--- src/source/csa_params.svh ---
`ifndef CSA_PARAMS_SVH
`define CSA_PARAMS_SVH

// block number carried with each request
`define CSA_BLOCK_W 32

// cypher word, eight bytes
`define CSA_DATA_W 64

// round count and start index
`define CSA_TIMES_W 8

// request FIFO entries, power of two
`define CSA_FIFO_DEPTH 4

`endif

--- src/source/csa_pkg.sv ---
`include "csa_params.svh"

package csa_pkg;

	// one cypher word, seen as bytes or as two halves
	typedef union packed {
		logic [`CSA_DATA_W/8-1:0][7:0] bytes;
		struct packed {
			logic [`CSA_DATA_W/2-1:0] hi;
			logic [`CSA_DATA_W/2-1:0] lo;
		} half;
	} csa_word_u;

	// one queued calculation request
	typedef struct packed {
		logic [`CSA_BLOCK_W-1:0] block;
		logic [`CSA_DATA_W-1:0] data;
		logic [`CSA_TIMES_W-1:0] times;
		logic [`CSA_TIMES_W-1:0] times_start;
	} csa_req_t;

endpackage

--- src/source/csa_req_if.sv ---
`timescale 1ns/1ps

interface csa_req_if;

	// FIFO not empty
	logic fifo_ready;
	// pop strobe, only while fifo_ready is high
	logic fifo_ren;
	csa_pkg::csa_req_t req;
	// marks req, one cycle after fifo_ren
	logic req_valid;

	modport source (
		output fifo_ready,
		output req,
		output req_valid,
		input  fifo_ren
	);

	modport sink (
		input  fifo_ready,
		input  req,
		input  req_valid,
		output fifo_ren
	);

endinterface

--- src/source/csa_calc_logic.sv ---
`timescale 1ns/1ps
`include "csa_params.svh"

module csa_calc_logic (
	input  logic                    clk,
	input  logic                    rst_n,
	csa_req_if.sink                 req_if,
	output logic                    ready_o,
	output logic [`CSA_BLOCK_W-1:0] block_o,
	output logic [`CSA_DATA_W-1:0]  in_o,
	output logic [`CSA_TIMES_W-1:0] times_o,
	output logic [`CSA_TIMES_W-1:0] times_start_o,
	output logic [`CSA_DATA_W-1:0]  out_o
);

	typedef enum logic [1:0] {
		ST_IDLE,
		ST_FETCH,
		ST_RUN
	} state_e;

	state_e state_q;
	logic   ready_q;
	logic   load;
	logic   step;

	logic [`CSA_TIMES_W-1:0] remain_q;
	logic [`CSA_TIMES_W-1:0] round_idx_q;

	csa_pkg::csa_word_u load_word;
	csa_pkg::csa_word_u cur_word;

	// fields of the request in calculation
	logic [`CSA_BLOCK_W-1:0] blk_q;
	logic [`CSA_DATA_W-1:0]  in_q;
	logic [`CSA_TIMES_W-1:0] times_q;
	logic [`CSA_TIMES_W-1:0] tstart_q;

	// last result, held until the next ready
	logic [`CSA_BLOCK_W-1:0] blk_h;
	logic [`CSA_DATA_W-1:0]  in_h;
	logic [`CSA_TIMES_W-1:0] times_h;
	logic [`CSA_TIMES_W-1:0] tstart_h;
	logic [`CSA_DATA_W-1:0]  out_h;

	assign req_if.fifo_ren = (state_q == ST_IDLE) && req_if.fifo_ready;
	assign load = (state_q == ST_FETCH) && req_if.req_valid;
	assign step = (state_q == ST_RUN);
	assign load_word = req_if.req.data;

	csa_round_unit u_round (
		.clk         (clk),
		.rst_n       (rst_n),
		.load_i      (load),
		.load_word_i (load_word),
		.step_i      (step),
		.round_idx_i (round_idx_q),
		.state_o     (cur_word)
	);

	always_ff @(posedge clk) begin
		if (!rst_n) begin
			state_q <= ST_IDLE;
			ready_q <= 1'b0;
			remain_q <= '0;
			round_idx_q <= '0;
		end else begin
			ready_q <= 1'b0;
			case (state_q)
				ST_IDLE: begin
					if (req_if.fifo_ready) begin
						state_q <= ST_FETCH;
					end
				end
				ST_FETCH: begin
					if (req_if.req_valid) begin
						remain_q <= req_if.req.times;
						round_idx_q <= req_if.req.times_start;
						// zero rounds, result is the loaded word
						if (req_if.req.times == '0) begin
							ready_q <= 1'b1;
							state_q <= ST_IDLE;
						end else begin
							state_q <= ST_RUN;
						end
					end
				end
				ST_RUN: begin
					remain_q <= remain_q - 1'b1;
					round_idx_q <= round_idx_q + 1'b1;
					if (remain_q == `CSA_TIMES_W'(1)) begin
						ready_q <= 1'b1;
						state_q <= ST_IDLE;
					end
				end
				default: state_q <= ST_IDLE;
			endcase
		end
	end

	always_ff @(posedge clk) begin
		if (load) begin
			blk_q <= req_if.req.block;
			in_q <= req_if.req.data;
			times_q <= req_if.req.times;
			tstart_q <= req_if.req.times_start;
		end
		if (ready_q) begin
			blk_h <= blk_q;
			in_h <= in_q;
			times_h <= times_q;
			tstart_h <= tstart_q;
			out_h <= cur_word;
		end
	end

	// live values on the ready cycle, held copy afterwards
	assign ready_o = ready_q;
	assign block_o = ready_q ? blk_q : blk_h;
	assign in_o = ready_q ? in_q : in_h;
	assign times_o = ready_q ? times_q : times_h;
	assign times_start_o = ready_q ? tstart_q : tstart_h;
	assign out_o = ready_q ? cur_word : out_h;

	a_ready_pulse: assert property (@(posedge clk) disable iff (!rst_n)
		ready_o |=> !ready_o)
		else $error("ready_o longer than one cycle");

endmodule

--- src/source/csa_calc_top.sv ---
`timescale 1ns/1ps
`include "csa_params.svh"

module csa_calc_top (
	input  logic                    clk,
	input  logic                    rst_n,

	input  logic                    push_i,
	input  logic [`CSA_BLOCK_W-1:0] block_i,
	input  logic [`CSA_DATA_W-1:0]  in_i,
	input  logic [`CSA_TIMES_W-1:0] times_i,
	input  logic [`CSA_TIMES_W-1:0] times_start_i,
	output logic                    full_o,

	output logic                    ready_o,
	output logic [`CSA_BLOCK_W-1:0] block_o,
	output logic [`CSA_DATA_W-1:0]  in_o,
	output logic [`CSA_TIMES_W-1:0] times_o,
	output logic [`CSA_TIMES_W-1:0] times_start_o,
	output logic [`CSA_DATA_W-1:0]  out_o
);

	csa_pkg::csa_req_t push_req;

	csa_req_if u_req_if ();

	// request fields packed for the FIFO
	assign push_req = '{
		block:       block_i,
		data:        in_i,
		times:       times_i,
		times_start: times_start_i
	};

	csa_input_fifo u_fifo (
		.clk        (clk),
		.rst_n      (rst_n),
		.push_i     (push_i),
		.push_req_i (push_req),
		.full_o     (full_o),
		.req_if     (u_req_if.source)
	);

	csa_calc_logic u_calc (
		.clk           (clk),
		.rst_n         (rst_n),
		.req_if        (u_req_if.sink),
		.ready_o       (ready_o),
		.block_o       (block_o),
		.in_o          (in_o),
		.times_o       (times_o),
		.times_start_o (times_start_o),
		.out_o         (out_o)
	);

endmodule

--- src/source/csa_input_fifo.sv ---
`timescale 1ns/1ps
`include "csa_params.svh"

module csa_input_fifo (
	input  logic              clk,
	input  logic              rst_n,
	input  logic              push_i,
	input  csa_pkg::csa_req_t push_req_i,
	output logic              full_o,
	csa_req_if.source         req_if
);

	localparam int DEPTH = `CSA_FIFO_DEPTH;
	localparam int PTR_W = $clog2(DEPTH);
	localparam int CNT_W = $clog2(DEPTH + 1);

	csa_pkg::csa_req_t mem [DEPTH];

	logic [PTR_W-1:0] wr_ptr;
	logic [PTR_W-1:0] rd_ptr;
	logic [CNT_W-1:0] count;
	logic             wr_en;
	logic             rd_en;

	assign full_o = (count == CNT_W'(DEPTH));
	assign req_if.fifo_ready = (count != '0);

	// a push into a full FIFO is lost
	assign wr_en = push_i && !full_o;
	assign rd_en = req_if.fifo_ren && req_if.fifo_ready;

	always_ff @(posedge clk) begin
		if (wr_en) begin
			mem[wr_ptr] <= push_req_i;
		end
	end

	// registered read port
	always_ff @(posedge clk) begin
		if (rd_en) begin
			req_if.req <= mem[rd_ptr];
		end
	end

	always_ff @(posedge clk) begin
		if (!rst_n) begin
			wr_ptr <= '0;
			rd_ptr <= '0;
			count <= '0;
			req_if.req_valid <= 1'b0;
		end else begin
			req_if.req_valid <= rd_en;
			if (wr_en) begin
				wr_ptr <= wr_ptr + 1'b1;
			end
			if (rd_en) begin
				rd_ptr <= rd_ptr + 1'b1;
			end
			case ({wr_en, rd_en})
				2'b10: count <= count + 1'b1;
				2'b01: count <= count - 1'b1;
				default: count <= count;
			endcase
		end
	end

	// consumer must wait for fifo_ready
	a_no_read_empty: assert property (@(posedge clk) disable iff (!rst_n)
		req_if.fifo_ren |-> req_if.fifo_ready)
		else $error("fifo_ren while FIFO empty");

	// producer must hold back on full_o
	a_no_push_full: assert property (@(posedge clk) disable iff (!rst_n)
		push_i |-> !full_o)
		else $error("push dropped, FIFO full");

endmodule

--- src/source/csa_round_unit.sv ---
`timescale 1ns/1ps
`include "csa_params.svh"

module csa_round_unit (
	input  logic                    clk,
	input  logic                    rst_n,
	input  logic                    load_i,
	input  csa_pkg::csa_word_u      load_word_i,
	input  logic                    step_i,
	input  logic [`CSA_TIMES_W-1:0] round_idx_i,
	output csa_pkg::csa_word_u      state_o
);

	localparam int HALF_W = `CSA_DATA_W / 2;
	localparam int NBYTES = `CSA_DATA_W / 8;

	csa_pkg::csa_word_u state_q;
	csa_pkg::csa_word_u sub;
	csa_pkg::csa_word_u nxt;

	// byte substitute, rotl by one then xor
	always_comb begin
		sub = '0;
		for (int i = 0; i < NBYTES; i++) begin
			sub.bytes[i] = {state_q.bytes[i][6:0], state_q.bytes[i][7]} ^ 8'h5a;
		end
	end

	// half swap and index mix
	always_comb begin
		nxt.half.lo = sub.half.hi;
		nxt.half.hi = (state_q.half.lo ^ sub.half.hi) + HALF_W'(round_idx_i);
	end

	always_ff @(posedge clk) begin
		if (!rst_n) begin
			state_q <= '0;
		end else if (load_i) begin
			state_q <= load_word_i;
		end else if (step_i) begin
			state_q <= nxt;
		end
	end

	assign state_o = state_q;

	// controller never loads and steps in one cycle
	a_load_step_excl: assert property (@(posedge clk) disable iff (!rst_n)
		!(load_i && step_i))
		else $error("load_i and step_i both high");

endmodule

--- config.mk ---
export PLATFORM = sky130hd
export DESIGN_NAME = csa_calc_top
export DESIGN_NICKNAME = d
export VERILOG_FILES = /design/src/source/csa_pkg.sv /design/src/source/csa_req_if.sv /design/src/source/csa_calc_logic.sv /design/src/source/csa_calc_top.sv /design/src/source/csa_input_fifo.sv /design/src/source/csa_round_unit.sv
export VERILOG_INCLUDE_DIRS = /design/src /design/src/source
export SDC_FILE = /design/constraint.sdc
export NUM_CORES = 1
export LEC_CHECK = 0
export BUFFER_PORTS_ARGS = -buffer_cell sky130_fd_sc_hd__buf_4
export CORE_ASPECT_RATIO = 1.75
export CORE_MARGIN = 1.5
export CORE_UTILIZATION = 57
export CTS_BUF_LIST = sky130_fd_sc_hd__clkbuf_8
export DETAILED_ROUTE_END_ITERATION = 6
export GPL_ROUTABILITY_DRIVEN = 0
export PLACE_DENSITY = 0.78
export SYNTH_ARGS = -nofsm -noshare
export SYNTH_HDL_FRONTEND = slang
export SYNTH_SLANG_ARGS = --single-unit
export TNS_END_PERCENT = 5
--- constraint.sdc ---
create_clock -name clk -period 10.1 [get_ports clk]
set_clock_uncertainty 0.2 [all_clocks]
set_input_delay 0 -clock clk [delete_from_list [all_inputs] [get_ports clk]]
set_output_delay 0 -clock clk [all_outputs]
set_load 0.005 [all_outputs]
==> run_results.csv <==
group,metric,value,unit
setup_path,crit_required,10.55,ns
synthesis,synth_cell_types,65,
place,io_buffers,292,
final_layout,drive_gt1_share,31.7,%
detailed_routing,totalWireLength,77100,um
run,maxCapViolCount,0,
setup_path,reg2reg_from,"u_calc.state_q[1]",
final_layout,final_common_cell,"edfxtp_1",
synthesis,yosys-top-cells-area,"edfxtp_1 (59%), dfxtp_1 (16%), mux4_2 (7.4%)",
detailed_routing,dr.first_iter.drc_count,1018,
synthesis,syn_nets,2000,
sta,min_period,3.81,ns
synthesis,syn_area_per_cell,18.2,um^2
power_and_ir_drop,max-vdd-ir-drop,0.000232,V
final_layout,final_cell_mix,"edfxtp_1 (672), buf_4 (309), dfxtp_1 (264)",
setup_path,crit_path_start,"u_calc.state_q[1]",
cts,cts.sinks,939,
worst_hold_path,hold_start,"u_fifo.req_if.req[96]",
global_routing,grt_util_met1,27.5,%
floorplanning,start_util,57.6,%
floorplanning,fp.dieArea,61200,um^2
synthesis,ys.warnings.count,0,
final_layout,area_growth,23.1,%
sta,max_freq,0.262,GHz
floorplanning,die_x,188,um
detailed_routing,via_per_inst,5.60,
synthesis,yosysTopAreaCell,"edfxtp_1",
synthesis,ys_ff_latch,939,
synthesis,synth_edf_count,672,
synthesis,syn-cell-area,34000,um^2
setup_path,crit_fanout,86,
setup_path,arrival,4.26,ns
detailed_routing,drc,0,
sta,tightestPinTransition,1.21,ns
global_routing,antenna_found_initial,3,
cts,clk_pin_slew,0.07,ns
sta,finalHoldViolCount,0,
cts,cts_resized,0,
global_routing,gr-usage-met3,5.87,%
place,dp.cells,2862,
global_routing,grt_util_met2,45.7,%
global_routing,grt_pass1_vias,20000,
cts,numCtsBuffers,132,
cts,cts_max_path_buffers,3,
cts,cts_htree_levels,4,
synthesis,async_flop_share,0,%
global_routing,overflow,0,
cts,post-cts-setup-buffers,0,
global_routing,track_usage,25.6,%
floorplanning,dieHeight,326,um
global_routing,busiest_layer,"met2",
final_layout,layout.cells.non_filler,3335,
floorplanning,num_rows,118,
synthesis,syn_inst,1864,
cts,cts-root-buf,"clkbuf_8",
setup_path,cp-end-kind,"flip-flop",
power_and_ir_drop,power.density,242,nW/um^2
synthesis,synth_ff_type,"edfxtp_1",
detailed_routing,route.vias.total,18700,
floorplanning,pin_count,293,
sta,finalMaxSlewViolations,0,
floorplanning,core,59100,um^2
cts,ctsHoldBuffers,228,
detailed_routing,wire_per_inst,23.1,um
cts,cts_tree,"yes",
sta,finalCritPeriodShare,37.7,%
outcome,status,"finished, final reports clean",
detailed_routing,firstDrtPassIters,5,
final_layout,layout.nets,2580,
synthesis,yosysSeqAreaShare,75.0,%
sta,rsz0062_at_grt,"false",
synthesis,netlist.area_leader.share,59.3,%
sta,setup_tns,0,ns
detailed_routing,drtAntennaViolNets,0,
worst_hold_path,min_path_type,"reg2reg",
cts,clk_latency,0.74,ns
global_routing,grt_max_degree,92,
sta,slew_headroom,19.1,%
power_and_ir_drop,leakagePower,15.1,nW
setup_path,worst-setup-path-type,"reg2reg",
power_and_ir_drop,power,10.1,mW
sta,final-setup-viol-count,0,
global_routing,grt_pass1_wl,117000,um
place,dp_hpwl,49300,um
setup_path,cp-start-kind,"flip-flop",
[flip-flops by register name (all words and copies together), names as in the netlist, 32 cells and up]
name,cells
u_calc.blk_q,32
u_calc.in_q,64
u_fifo.req_if.req,112
u_fifo.mem,448
u_calc.out_h,64
u_calc.in_h,64
u_calc.u_round.state_o,64
u_calc.blk_h,32
[power by group]
group | switching, mW | leakage (nW) | total [mW] | internal, mW
sequential | 0.454 | 8.34 | 5.43 | 4.97
clock | 1.38 | 1.43 | 2.83 | 1.45
combinational | 1.05 | 5.30 | 1.87 | 0.823
[metal layers]
layer | vias up | wire length (um)
met5 | - | 0
li1 | 8462 | -
met3 | 207 | 4450
met2 | 668 | 41000
met1 | 9345 | 27100
met4 | 0 | 4460
[Yosys cell counts, types with 21 or more instances]
| cell | number |
|---|---|
| mux2_2 | 177 |
| mux2i_1 | 23 |
| xnor2_1 | 36 |
| xor2_1 | 21 |
| o21ai_0 | 33 |
| mux4_2 | 112 |
| a211oi_1 | 27 |
| edfxtp_1 | 672 |
| nand2_1 | 59 |
| and3_1 | 21 |
| a21oi_1 | 66 |
| nor2_1 | 58 |
| o211ai_1 | 23 |
| clkbuf_1 | 67 |
| dfxtp_1 | 267 |
[cell type report]
type	instances	area, um^2
Timing Repair Buffer	537	4600
Sequential cell	939	25500
Clock buffer	147	2020
Clock inverter	96	543
Multi-Input combinational cell	814	8090
Antenna cell	2	5.00
Tap cell	780	976
Inverter	20	80.1
Fill cell	3786	17200
[stage by stage]
stage               setup slack [ns]  utilization [%]  hold slack [ns]  instance area (um^2)
global route                    6.01             70.9            0.223                 41900
detailed placement              6.44             62.7          0.00363                 37000
finish                          6.29             70.9            0.215                 41900
global placement                6.49             62.7        -0.000136                 37000
CTS                             6.38             70.9            0.217                 41800
floorplan                       2.41                -           -0.101                 34000
[kinds of logic (layout without fill, tap and decap cells)]
logic type	count (synthesis)	in the layout	share of synthesized area, %
adders and majority gates	21	21	0.817
xor gates and xnor gates	59	59	1.56
muxes	312	312	14.0
buffers and inverters	111	800	1.27
DFF	939	939	75.0
other	0	2	0
and+or+nand+nor	211	211	3.14
AOI/OAI and AO/OA	211	211	4.22
[worst max-delay path, cell delays in order (launching register included)]
cell,delay [ns]
dfxtp_1,0.43
inv_1,0.09
ha_1,0.23
nand2_2,0.06
buf_4,0.63
inv_6,0.41
a21oi_1,1.05
o21ai_0,0.31
a21oi_1,0.20
[worst paths after layout]
check	endpoint	slack (ns)	cells after the start
worst max-delay path	u_calc.remain_q[4]	6.29	8
worst min-delay path	u_calc.blk_q[16]	0.21	0
worst min register to register	u_calc.blk_q[16]	0.21	0
worst max register to register	u_calc.remain_q[4]	6.29	8
Power figures use the tool's default switching activity.
